`src/include/mc_defines.svh`:
```
`ifndef MC_DEFINES_SVH
`define MC_DEFINES_SVH

// ----------------------------------------------------------------------
// Memory system sizing
// ----------------------------------------------------------------------

// Column memory nodes, one per tile column
`define MC_NUM_COLUMNS 4

// Words held by each column memory
`define MC_COL_WORDS 16

`define MC_DATA_WIDTH 32

// Request tags cover the credit limit twice over
`define MC_TAG_WIDTH 3

`define MC_MAX_OUT_CREDITS 4

// Queue depth in each node and in the response merger
`define MC_FIFO_DEPTH 2

`endif

```
`src/logic/mc_mem_pkg.sv`:
```
`include "mc_defines.svh"

package mc_mem_pkg;

   // Column select carried by a host request
   typedef logic [$clog2(`MC_NUM_COLUMNS)-1:0] col_id_t;

   // Word index inside one column memory
   typedef logic [$clog2(`MC_COL_WORDS)-1:0] word_addr_t;

   typedef logic [`MC_DATA_WIDTH-1:0] data_t;

   // Access kind
   typedef enum logic [0:0] {
      MEM_READ  = 1'b0,
      MEM_WRITE = 1'b1
   } mem_op_e;

endpackage

```
`src/logic/mc_link_pkg.sv`:
```
`include "mc_defines.svh"

package mc_link_pkg;

   import mc_mem_pkg::*;

   typedef logic [`MC_TAG_WIDTH-1:0] tag_t;

   // ----------------------------------------------------------------------
   // Host side request
   // ----------------------------------------------------------------------
   typedef struct packed {
      mem_op_e    op;
      col_id_t    col;
      word_addr_t addr;
      data_t      data;
   } host_req_t;

   // ----------------------------------------------------------------------
   // Internal link packets
   // ----------------------------------------------------------------------

   // Column field is gone once the router has steered the request
   typedef struct packed {
      mem_op_e    op;
      word_addr_t addr;
      data_t      data;
      tag_t       tag;
   } link_req_t;

   // Data is the read word for a read, the written word for a write
   typedef struct packed {
      tag_t    tag;
      mem_op_e op;
      data_t   data;
   } link_rsp_t;

endpackage

```
`src/logic/link_fifo.sv`:
```
`timescale 1ns/1ps

module link_fifo #(
   parameter type payload_t = logic,
   parameter int  DEPTH     = 2
) (
   input  logic     clk_main_a0,
   input  logic     rst_main_n_sync,
   input  logic     in_valid_i,
   input  payload_t in_data_i,
   output logic     in_ready_o,
   output logic     out_valid_o,
   output payload_t out_data_o,
   input  logic     out_ready_i
);

   localparam int PTR_W = (DEPTH > 1) ? $clog2(DEPTH) : 1;
   localparam int CNT_W = $clog2(DEPTH + 1);
   localparam logic [PTR_W-1:0] LAST_PTR = PTR_W'(DEPTH - 1);
   localparam logic [CNT_W-1:0] FULL_CNT = CNT_W'(DEPTH);

   payload_t         mem_q [DEPTH];
   logic [PTR_W-1:0] wr_ptr_q;
   logic [PTR_W-1:0] rd_ptr_q;
   logic [CNT_W-1:0] count_q;
   logic             push;
   logic             pop;

   // Flags come straight from the occupancy count
   assign in_ready_o  = (count_q != FULL_CNT);
   assign out_valid_o = (count_q != '0);
   assign out_data_o  = mem_q[rd_ptr_q];

   assign push = in_valid_i && in_ready_o;
   assign pop  = out_valid_o && out_ready_i;

   always_ff @(posedge clk_main_a0) begin
      if (push) begin
         mem_q[wr_ptr_q] <= in_data_i;
      end
   end

   // Pointers wrap at DEPTH so any depth works, not only powers of two
   always_ff @(posedge clk_main_a0) begin
      if (!rst_main_n_sync) begin
         wr_ptr_q <= '0;
         rd_ptr_q <= '0;
         count_q  <= '0;
      end else begin
         if (push) begin
            wr_ptr_q <= (wr_ptr_q == LAST_PTR) ? '0 : wr_ptr_q + PTR_W'(1);
         end
         if (pop) begin
            rd_ptr_q <= (rd_ptr_q == LAST_PTR) ? '0 : rd_ptr_q + PTR_W'(1);
         end
         case ({push, pop})
            2'b10:   count_q <= count_q + CNT_W'(1);
            2'b01:   count_q <= count_q - CNT_W'(1);
            default: count_q <= count_q;
         endcase
      end
   end

endmodule

```
`src/logic/host_link_router.sv`:
```
`timescale 1ns/1ps
`include "mc_defines.svh"

module host_link_router
   import mc_mem_pkg::*;
   import mc_link_pkg::*;
(
   input  logic                                  clk_main_a0,
   input  logic                                  rst_main_n_sync,
   input  logic                                  req_valid_i,
   input  host_req_t                             req_i,
   output logic                                  req_ready_o,
   output logic      [`MC_NUM_COLUMNS-1:0]       node_req_valid_o,
   output link_req_t [`MC_NUM_COLUMNS-1:0]       node_req_o,
   input  logic      [`MC_NUM_COLUMNS-1:0]       node_req_ready_i,
   input  logic                                  credit_return_i
);

   localparam int CNT_W = $clog2(`MC_MAX_OUT_CREDITS + 1);
   localparam logic [CNT_W-1:0] MAX_CNT = CNT_W'(`MC_MAX_OUT_CREDITS);

   logic [CNT_W-1:0] out_cnt_q;
   tag_t             tag_q;
   logic             credit_ok;
   logic             accept;

   // ----------------------------------------------------------------------
   // Flow control
   // ----------------------------------------------------------------------
   assign credit_ok   = (out_cnt_q < MAX_CNT);
   assign req_ready_o = credit_ok && node_req_ready_i[req_i.col];
   assign accept      = req_valid_i && req_ready_o;

   // ----------------------------------------------------------------------
   // Steering
   // ----------------------------------------------------------------------

   // Node valid does not look at node ready, so there is no loop back
   // through the node. A node transfer is exactly a host transfer.
   always_comb begin
      for (int i = 0; i < `MC_NUM_COLUMNS; i++) begin
         node_req_valid_o[i] = req_valid_i && credit_ok && (req_i.col == col_id_t'(i));
         node_req_o[i].op    = req_i.op;
         node_req_o[i].addr  = req_i.addr;
         node_req_o[i].data  = req_i.data;
         node_req_o[i].tag   = tag_q;
      end
   end

   // Outstanding count and tag sequence
   always_ff @(posedge clk_main_a0) begin
      if (!rst_main_n_sync) begin
         out_cnt_q <= '0;
         tag_q     <= '0;
      end else begin
         case ({accept, credit_return_i})
            2'b10:   out_cnt_q <= out_cnt_q + CNT_W'(1);
            2'b01:   out_cnt_q <= out_cnt_q - CNT_W'(1);
            default: out_cnt_q <= out_cnt_q;
         endcase
         if (accept) begin
            tag_q <= tag_q + tag_t'(1);
         end
      end
   end

endmodule

```
`src/logic/column_mem_node.sv`:
```
`timescale 1ns/1ps
`include "mc_defines.svh"

module column_mem_node
   import mc_mem_pkg::*;
   import mc_link_pkg::*;
(
   input  logic      clk_main_a0,
   input  logic      rst_main_n_sync,
   input  logic      req_valid_i,
   input  link_req_t req_i,
   output logic      req_ready_o,
   output logic      rsp_valid_o,
   output link_rsp_t rsp_o,
   input  logic      rsp_ready_i
);

   data_t     mem_q [`MC_COL_WORDS];
   logic      head_valid;
   link_req_t head;
   logic      rsp_free;
   logic      serve;
   logic      rsp_valid_q;
   link_rsp_t rsp_q;

   // ----------------------------------------------------------------------
   // Request queue
   // ----------------------------------------------------------------------
   link_fifo #(
      .payload_t (link_req_t),
      .DEPTH     (`MC_FIFO_DEPTH)
   ) u_req_fifo (
      .clk_main_a0     (clk_main_a0),
      .rst_main_n_sync (rst_main_n_sync),
      .in_valid_i      (req_valid_i),
      .in_data_i       (req_i),
      .in_ready_o      (req_ready_o),
      .out_valid_o     (head_valid),
      .out_data_o      (head),
      .out_ready_i     (rsp_free)
   );

   // Response slot is free when empty or leaving this cycle
   assign rsp_free = !rsp_valid_q || rsp_ready_i;
   assign serve    = head_valid && rsp_free;

   // ----------------------------------------------------------------------
   // Word memory and response register
   // ----------------------------------------------------------------------
   always_ff @(posedge clk_main_a0) begin
      if (serve) begin
         if (head.op == MEM_WRITE) begin
            mem_q[head.addr] <= head.data;
         end
         rsp_q.tag <= head.tag;
         rsp_q.op  <= head.op;
         // Writes echo their own data back
         rsp_q.data <= (head.op == MEM_WRITE) ? head.data : mem_q[head.addr];
      end
   end

   always_ff @(posedge clk_main_a0) begin
      if (!rst_main_n_sync) begin
         rsp_valid_q <= 1'b0;
      end else if (serve) begin
         rsp_valid_q <= 1'b1;
      end else if (rsp_ready_i) begin
         rsp_valid_q <= 1'b0;
      end
   end

   assign rsp_valid_o = rsp_valid_q;
   assign rsp_o       = rsp_q;

endmodule

```
`src/logic/rsp_merger.sv`:
```
`timescale 1ns/1ps
`include "mc_defines.svh"

module rsp_merger
   import mc_mem_pkg::*;
   import mc_link_pkg::*;
(
   input  logic                            clk_main_a0,
   input  logic                            rst_main_n_sync,
   input  logic      [`MC_NUM_COLUMNS-1:0] col_rsp_valid_i,
   input  link_rsp_t [`MC_NUM_COLUMNS-1:0] col_rsp_i,
   output logic      [`MC_NUM_COLUMNS-1:0] col_rsp_ready_o,
   output logic                            rsp_valid_o,
   output link_rsp_t                       rsp_o,
   input  logic                            rsp_ready_i,
   output logic                            credit_return_o
);

   col_id_t last_q;
   col_id_t grant_idx;
   logic    grant_valid;
   logic    fifo_in_ready;

   // ----------------------------------------------------------------------
   // Round-robin pick starting just after the last winner
   // ----------------------------------------------------------------------
   always_comb begin
      col_id_t cand;
      grant_valid = 1'b0;
      grant_idx   = last_q;
      for (int k = 1; k <= `MC_NUM_COLUMNS; k++) begin
         cand = col_id_t'((int'(last_q) + k) % `MC_NUM_COLUMNS);
         if (!grant_valid && col_rsp_valid_i[cand]) begin
            grant_valid = 1'b1;
            grant_idx   = cand;
         end
      end
   end

   // Only the winner sees ready, and only if the queue has room
   always_comb begin
      for (int i = 0; i < `MC_NUM_COLUMNS; i++) begin
         col_rsp_ready_o[i] = grant_valid && fifo_in_ready && (grant_idx == col_id_t'(i));
      end
   end

   always_ff @(posedge clk_main_a0) begin
      if (!rst_main_n_sync) begin
         // Column 0 gets first pick after reset
         last_q <= col_id_t'(`MC_NUM_COLUMNS - 1);
      end else if (grant_valid && fifo_in_ready) begin
         last_q <= grant_idx;
      end
   end

   // ----------------------------------------------------------------------
   // Output queue towards the host
   // ----------------------------------------------------------------------
   link_fifo #(
      .payload_t (link_rsp_t),
      .DEPTH     (`MC_FIFO_DEPTH)
   ) u_rsp_fifo (
      .clk_main_a0     (clk_main_a0),
      .rst_main_n_sync (rst_main_n_sync),
      .in_valid_i      (grant_valid),
      .in_data_i       (col_rsp_i[grant_idx]),
      .in_ready_o      (fifo_in_ready),
      .out_valid_o     (rsp_valid_o),
      .out_data_o      (rsp_o),
      .out_ready_i     (rsp_ready_i)
   );

   // One credit back to the router per host response
   assign credit_return_o = rsp_valid_o && rsp_ready_i;

endmodule

```
`src/logic/mc_mem_top.sv`:
```
`timescale 1ns/1ps
`include "mc_defines.svh"

module mc_mem_top
   import mc_mem_pkg::*;
   import mc_link_pkg::*;
(
   input  logic      clk_main_a0,
   input  logic      rst_main_n_sync,
   input  logic      req_valid_i,
   input  host_req_t req_i,
   output logic      req_ready_o,
   output logic      rsp_valid_o,
   output link_rsp_t rsp_o,
   input  logic      rsp_ready_i
);

   // Router to nodes
   logic      [`MC_NUM_COLUMNS-1:0] node_req_valid;
   link_req_t [`MC_NUM_COLUMNS-1:0] node_req;
   logic      [`MC_NUM_COLUMNS-1:0] node_req_ready;

   // Nodes to merger
   logic      [`MC_NUM_COLUMNS-1:0] col_rsp_valid;
   link_rsp_t [`MC_NUM_COLUMNS-1:0] col_rsp;
   logic      [`MC_NUM_COLUMNS-1:0] col_rsp_ready;

   logic credit_return;

   // ----------------------------------------------------------------------
   // Request side
   // ----------------------------------------------------------------------
   host_link_router u_router (
      .clk_main_a0      (clk_main_a0),
      .rst_main_n_sync  (rst_main_n_sync),
      .req_valid_i      (req_valid_i),
      .req_i            (req_i),
      .req_ready_o      (req_ready_o),
      .node_req_valid_o (node_req_valid),
      .node_req_o       (node_req),
      .node_req_ready_i (node_req_ready),
      .credit_return_i  (credit_return)
   );

   // One memory node per tile column
   for (genvar c = 0; c < `MC_NUM_COLUMNS; c++) begin : g_col
      column_mem_node u_node (
         .clk_main_a0     (clk_main_a0),
         .rst_main_n_sync (rst_main_n_sync),
         .req_valid_i     (node_req_valid[c]),
         .req_i           (node_req[c]),
         .req_ready_o     (node_req_ready[c]),
         .rsp_valid_o     (col_rsp_valid[c]),
         .rsp_o           (col_rsp[c]),
         .rsp_ready_i     (col_rsp_ready[c])
      );
   end

   // ----------------------------------------------------------------------
   // Response side
   // ----------------------------------------------------------------------
   rsp_merger u_merger (
      .clk_main_a0     (clk_main_a0),
      .rst_main_n_sync (rst_main_n_sync),
      .col_rsp_valid_i (col_rsp_valid),
      .col_rsp_i       (col_rsp),
      .col_rsp_ready_o (col_rsp_ready),
      .rsp_valid_o     (rsp_valid_o),
      .rsp_o           (rsp_o),
      .rsp_ready_i     (rsp_ready_i),
      .credit_return_o (credit_return)
   );

endmodule

```
`config.mk`:
```
export PLATFORM = sky130hd
export DESIGN_NAME = mc_mem_top
export DESIGN_NICKNAME = d
export VERILOG_FILES = /design/src/logic/mc_mem_pkg.sv /design/src/logic/mc_link_pkg.sv /design/src/logic/link_fifo.sv /design/src/logic/host_link_router.sv /design/src/logic/column_mem_node.sv /design/src/logic/rsp_merger.sv /design/src/logic/mc_mem_top.sv
export VERILOG_INCLUDE_DIRS = /design/src /design/src/include
export SDC_FILE = /design/constraint.sdc
export NUM_CORES = 2
export LEC_CHECK = 0
export BUFFER_PORTS_ARGS = -buffer_cell sky130_fd_sc_hd__buf_2
export CAP_MARGIN = 20
export CORE_ASPECT_RATIO = 1.5
export CORE_UTILIZATION = 48
export DETAILED_ROUTE_END_ITERATION = 6
export PLACE_DENSITY = 0.63
export SLEW_MARGIN = 25
export SYNTH_ARGS = -nofsm -noshare
export SYNTH_HDL_FRONTEND = slang
export SYNTH_SLANG_ARGS = --single-unit
```
`constraint.sdc`:
```
create_clock -name clk_main_a0 -period 14.9 [get_ports clk_main_a0]
set_clock_uncertainty 0.1 [all_clocks]
set_input_delay 0.745 -clock clk_main_a0 [delete_from_list [all_inputs] [get_ports clk_main_a0]]
set_output_delay 0.745 -clock clk_main_a0 [all_outputs]
set_load 0.05 [all_outputs]
```
* Yosys cells after proc, flatten, opt, wreduce, memory -nomap -nowiden
Memory sizes are Yosys's and may differ from the RTL's. A register that Yosys moved wholly into a read port is not among the register bits.
Index checks and enable logic that the tools add are counted.
Widths: inputs -> output; s select.
** Storage, ports and cells
- Bits in registers :: 48
- Logic and storage cells :: 224
- RAM bits :: 2440
- Input bits :: 43
- Memories kept :: 9
- Output and inout bits :: 38
** Operators by class
- Equal/unequal tests :: 23
- Order comparisons :: 7
- Reductions and logical operators :: 52
- Multiplexer cells :: 76
- Add/subtract/negate cells :: 27
** Memories
- g_col[0].u_node.mem_q :: words 16, width 32, rd ports 1, clocked after Yosys merged registers in 1, write ports 1, RTL line column_mem_node.sv:18 : data_t mem_q [`MC_COL_WORDS];
- g_col[1].u_node.mem_q :: words 16, width 32, rd ports 1, clocked after Yosys merged registers in 1, write ports 1, RTL line column_mem_node.sv:18
- g_col[2].u_node.mem_q :: words 16, width 32, rd ports 1, clocked after Yosys merged registers in 1, write ports 1, RTL line column_mem_node.sv:18
- g_col[3].u_node.mem_q :: words 16, width 32, rd ports 1, clocked after Yosys merged registers in 1, write ports 1, RTL line column_mem_node.sv:18
- g_col[0].u_node.u_req_fifo.mem_q :: words 2, width 40, rd ports 1, clocked after Yosys merged registers in 1, write ports 1, RTL line link_fifo.sv:22 : payload_t mem_q [DEPTH];
- g_col[1].u_node.u_req_fifo.mem_q :: words 2, width 40, rd ports 1, clocked after Yosys merged registers in 1, write ports 1, RTL line link_fifo.sv:22
- 3 more memories
** Operators by type and width (count)
- $bmux 36 s2 :: 1
- $mux 1 :: 59
- $mux 36 :: 1
- $reduce_bool 2->1 :: 15
- $logic_and 1x1->1 :: 24
- $eq 2x2->1 const B :: 10
- $pmux 2 s2 :: 5
- $lt 2x3->1 const B :: 6
- $eq 2x1->1 const B :: 8
- $add 2x1->2 const B :: 7
- $add 1x1->1 const B :: 10
- $bmux 1 s2 :: 5
- $ne 2x2->1 const B :: 5
- $sub 2x1->2 const B :: 5
- $mux 2 :: 4
- $logic_not 1->1 :: 7
- $add 3x1->3 const B :: 2
- $pmux 3 s2 :: 1
- $add 2x2->2 const B :: 2
- $logic_not 2->1 :: 2
- $logic_or 1x1->1 :: 4
- $lt 3x3->1 const B :: 1
- $sub 3x1->3 const B :: 1

* Depth between registers and ports, before layout
- Word-level depth :: 19
- Mapped depth :: 12
- Mapped depth without buffers :: 10

* Hierarchy
A second synthesis with hierarchy kept.
** Unflattened totals
- Cells, all modules :: 4920
- Area total of the unflattened synthesis :: 101882.7 sq um
** By module, submodules not included
- column_mem_node :: cells each 980, sequential area each 16475.8 sq um, area an instance 20968.9 sq um, instances 4
- link_fifo (g_col[0].u_node.u_req_fifo ...) :: cells each 148, sequential area each 2502.4 sq um, area an instance 3108.0 sq um, instances 4
- link_fifo (u_merger.u_rsp_fifo) :: cells each 136, sequential area each 2262.2 sq um, area an instance 2822.7 sq um, instances 1
- host_link_router :: cells each 201, sequential area each 120.1 sq um, area an instance 1585.3 sq um, instances 1
- rsp_merger :: cells each 71, sequential area each 40.0 sq um, area an instance 1167.4 sq um, instances 1

* Worst setup path after synthesis
OpenSTA, ideal clock, no wires.
- Path type :: flip-flop to flip-flop
- Start :: reg u_merger.last_q[1]
- End :: mem g_col[3].u_node.mem_q[3][0] in the netlist's numbering (enable)
- Stages on the path, launching flop included :: 10
- Period minus slack after synthesis :: 4.712 ns
- Path slack :: 10.188 ns
- Data arrival time :: 4.151 ns
- Path through :: dfxtp_1 mux2i_1 nand2_1 and3_1 clkbuf_1 o31a_1 buf_6 or3_4 buf_2 nor3_1
** On the way
- Cells in the longest elaborated chain, start to end :: 19
- Elaborated cells between the ends (all ways) :: 33
- Classes of those cells :: add/sub: 4; eq/ne: 1; mux: 18; reduce/logical: 10
** RTL lines
- start: declaration :: RTL line rsp_merger.sv:19 : col_id_t last_q;
- start signal: assignment :: RTL line rsp_merger.sv:50 : last_q <= col_id_t'(`MC_NUM_COLUMNS - 1);
- start signal: assignment :: RTL line rsp_merger.sv:52 : last_q <= grant_idx;
- $add 2x1->2 :: RTL line rsp_merger.sv:32 : cand = col_id_t'((int'(last_q) + k) % `MC_NUM_COLUMNS);
- $bmux 1 s2 :: RTL line rsp_merger.sv:33 : if (!grant_valid && col_rsp_valid_i[cand]) begin
- $mux 1 (not written as such) :: RTL line rsp_merger.sv:33
- $mux 1 :: RTL line rsp_merger.sv:33
- $logic_not 1->1 :: RTL line rsp_merger.sv:33
- $logic_and 1x1->1 :: RTL line rsp_merger.sv:33
- $mux 1 :: RTL line rsp_merger.sv:33
- $logic_not 1->1 :: RTL line rsp_merger.sv:33
- [3 not listed]
- $logic_and 1x1->1 :: RTL line rsp_merger.sv:33
- $mux 2 or $mux 1 (tied branches) :: RTL line rsp_merger.sv:33
- $eq 2x2->1 or $logic_and 1x1->1 (tied branches) :: RTL line rsp_merger.sv:43 : col_rsp_ready_o[i] = grant_valid && fifo_in_ready && (grant_idx == col_id_t'(i));
- $logic_and 1x1->1 (*) :: RTL line rsp_merger.sv:43
- $logic_or 1x1->1 (*) :: RTL line column_mem_node.sv:44 : assign rsp_free = !rsp_valid_q || rsp_ready_i;
- $logic_and 1x1->1 (*) :: RTL line column_mem_node.sv:45 : assign serve = head_valid && rsp_free;
- $mux 1 (*) :: RTL line column_mem_node.sv:51 : if (serve) begin
- $mux 1 (not written as such) (*) :: RTL line column_mem_node.sv:53 : mem_q[head.addr] <= head.data;
- end: declaration :: RTL line column_mem_node.sv:18
Every way passes the cells marked *; elsewhere a longest branch is shown, timed or not. The select of a mux whose other input is x is not followed.

* Final worst setup path
- Start :: reg u_merger.last_q[1]
- End :: mem g_col[3].u_node.mem_q[5][12] in the netlist's numbering (enable)
Same word-level chain as after synthesis.

==> impl_metrics.yaml <==
grt:
  global_route.usage.total_pct: 25.0
  grt_max_degree: 78
  grt_pass1_wl_microns: 371000
  antenna_found_initial: 14
  overflow: 0
  grt_pass1_vias: 52400
synth:
  async_flop_share_pct: 0
  synth_flop_cell: "edfxtp_1"
  synth_cell_types: 53
  avgSynthCellArea_sq_um: 17.4
  synth_top_area_share_pct: 79.8
  ys_seq_area_share_pct: 80.6
  synth_edf_count: 2584
  ys_ff_latch: 2621
  synth_warnings: 0
  syn_inst: 5591
  syn_area_sq_mm: 0.0972
  yosys.area.top_type: "edfxtp_1"
  synth_area_leaders: "edfxtp_1, a22oi_1, a21oi_1"
  synth_nets: 5642
pwr:
  p_per_area_mw_per_mm2: 186
  vdd_drop_max_v: 0.000194
  power_w: 0.0203
  p_leak_nw: 33.5
drt:
  route.met3.wl_microns: 18600
  met1Wirelength_microns: 95400
  drc: 19
  wl_met2_microns: 133000
  drt_wl_total_microns: 260000
  antenna_left: 0
  first_pass_iters: 7
  avgRoutedWirePerCell_microns: 30.6
  top_layer_used: "met5"
  num_vias: 53600
  drtIter0Drc: 5841
  vias_per_cell: 6.30
clock_tree:
  cts_resized: 0
  clock_tree.buffer_depth: 4
  tritoncts: "done"
  cts_sinks: 2621
  clkTransAtPathRegs_ns: 0.07
  cts_htree_levels: 4
  cts-root-buf: "clkbuf_16"
  post_cts_buffers: 0
  clock_latency_ns: 0.89
  numCtsBuffers: 232
  holdBufCountCts: 0
sta:
  max_slew_margin_pct: 27.5
  layout_min_cycle_time_ns: 4.68
  final-setup-viol-count: 0
  rsz0062_at_grt: "no"
  final.hold.worst_slack_ns: 0.157
  hold_violations: 0
  finalMaxSlewViolations: 0
  fmax_ghz: 0.214
  tightest_slew_ns: 1.09
  fin_crit_sh_pct: 31.4
  final.setup.tns_ns: 0
die:
  initial_core_util_pct: 48.2
  io_pins: 81
  die_w_microns: 370
  die_height_microns: 553
  dieArea_sq_mm: 0.204
  rows: 202
  coreArea_sq_mm: 0.202
cells_and_area:
  synthToLayoutAreaGrowth_pct: 12.2
  drive_above_1_share_pct: 15.0
  fill_cells: 15700
  final_util_pct: 54.1
  final_common_cell: "edfxtp_1"
  final_cell_mix: "edfxtp_1, a22oi_1, a21oi_1"
  fin_nets: 5719
place:
  place_congestion: 0.872
  place_hpwl_microns: 157000
  io_buffer_count: 80
critical_path:
  setup.worst_path.start_class: "flip-flop"
  path_class: "flip-flop to flip-flop"
  worst-path-max-fanout: 48
  r2r_slack_ns: 10.22
  required_ns: 15.31
  timing.rr.end: "g_col[3].u_node.mem_q[5][12]"
  worstPathArrival_ns: 5.09
  rr_worst_depth: 7
  endpoint_kind: "flip-flop"
  reg2reg_from: "u_merger.last_q[1]"
status:
  violations: "DRC"
  status: "finished with violations"
worst_hold_path:
  min_to: "g_col[0].u_node.u_req_fifo.mem_q[0][39]"
  hold_start: "req_i[38]"
  whs_path_depth: 1
  hold_class: "input port to flip-flop"
job:
  maxCapViolCount: 0
## power breakdown
part / internal, W / leakage (nW) / switching [W] / total (W)
clock network: 0.00343 / 3.68 / 0.00261 / 0.00603
logic: 0.00121 / 6.15 / 0.00349 / 0.00470
registers: 0.00929 / 23.7 / 0.000311 / 0.00960
## area by class of cell
class                   instances  area, sq um  share of cell area, %
clock inverters               135         1430                   1.31
inverters                      24         90.1                 0.0825
repair buffers                205         1580                   1.45
multi-input cells            2584        18300                   16.7
well taps                    2652         3320                   3.04
clock buffers                 276         6110                   5.59
flip-flops and latches       2621        78300                   71.8
diodes                          8         20.0                 0.0183
## state kept, by name (all words and copies together), names as in the netlist, named ones only
name	flops
u_merger.u_rsp_fifo.count_q	2
u_router.out_cnt_q	3
g_col.u_node.rsp_valid_o	4
u_router.tag_q	3
g_col.u_node.u_req_fifo.count_q	8
u_merger.u_rsp_fifo.wr_ptr_q	1
u_merger.u_rsp_fifo.mem_q	72
g_col.u_node.rsp_o	144
u_merger.last_q	2
g_col.u_node.mem_q	2048
u_merger.u_rsp_fifo.rd_ptr_q	1
g_col.u_node.u_req_fifo.wr_ptr_q	4
g_col.u_node.u_req_fifo.rd_ptr_q	4
g_col.u_node.u_req_fifo.mem_q	320
## worst max path at each step
stage	end	startpoint	slack [ns]
6_report	g_col[3].u_node.mem_q[5][12]	u_merger.last_q[1]	10.22
4_1_cts	g_col[3].u_node.mem_q[5][6]	u_merger.last_q[1]	10.26
3_3_place_gp	g_col[3].u_node.mem_q[5][18]	u_merger.last_q[1]	10.42
5_1_grt	g_col[3].u_node.mem_q[5][6]	u_merger.last_q[1]	10.07
2_1_floorplan	g_col[3].u_node.mem_q[3][0]	u_merger.last_q[1]	10.19
3_5_place_dp	g_col[3].u_node.mem_q[5][19]	u_merger.last_q[1]	10.34
## per-layer routing
metal	global-route usage, %	vias to the layer above
met1	31.2	27800
met2	42.9	2285
met3	3.70	448
li1	-	23000
met4	11.7	6
met5	0	-
## cell usage after synthesis, drive strengths merged, types with 2 or more instances
master and n:
buf 49, a21boi 11, xor2 3, a221oi 64, a31oi 40, mux2i 13, o31a 2, dfxtp 37
o21a 3, a22o 64, nor3 26, nand2b 8, nor3b 12, and3b 12, a22oi 897, nand2 193
nor4 129, a2bb2oi 32, nor2 156, edfxtp 2584, nand3 3, o221a 32, xnor2 14, and3 45
or3 8, o32a 4, a32oi 6, or2 25, o211ai 2, o21ai 41, clkbuf 313, mux2 176
ha 7, nor2b 15, o31ai 2, and2 14, a21oi 516, inv 24
## kinds of logic (layout without fill, tap and decap cells)
logic type | after synthesis | after routing | synth area share (%)
muxes | 190 | 190 | 2.20
DFF | 2621 | 2621 | 80.6
other | 0 | 8 | 0
and+or+nand+nor | 650 | 650 | 3.31
buffers and inverters | 386 | 640 | 1.53
adders and majority gates | 8 | 8 | 0.111
AOI/OAI and AO/OA | 1719 | 1719 | 12.1
xor gates and xnor gates | 17 | 17 | 0.153
## per-stage QoR
step / worst slack (ns) / std cells / cell area (sq um)
floorplan: 10.19 / 5591 / 97200
global placement: 10.42 / 8070 / 101000
detailed placement: 10.34 / 8085 / 102000
CTS: 10.26 / 8496 / 109000
global route: 10.07 / 8498 / 109000
finish: 10.22 / 8505 / 109000
## critical path, cell delays in order (launching register included)
cell and delay, ns:
dfxtp_1 0.42, mux2i_1 0.22, nand2_1 0.08, and3_2 0.55
o31a_2 0.76, or3_4 0.76, nor3_2 0.90, buf_4 0.45
Note: power is estimated with default switching activity, not from simulation.
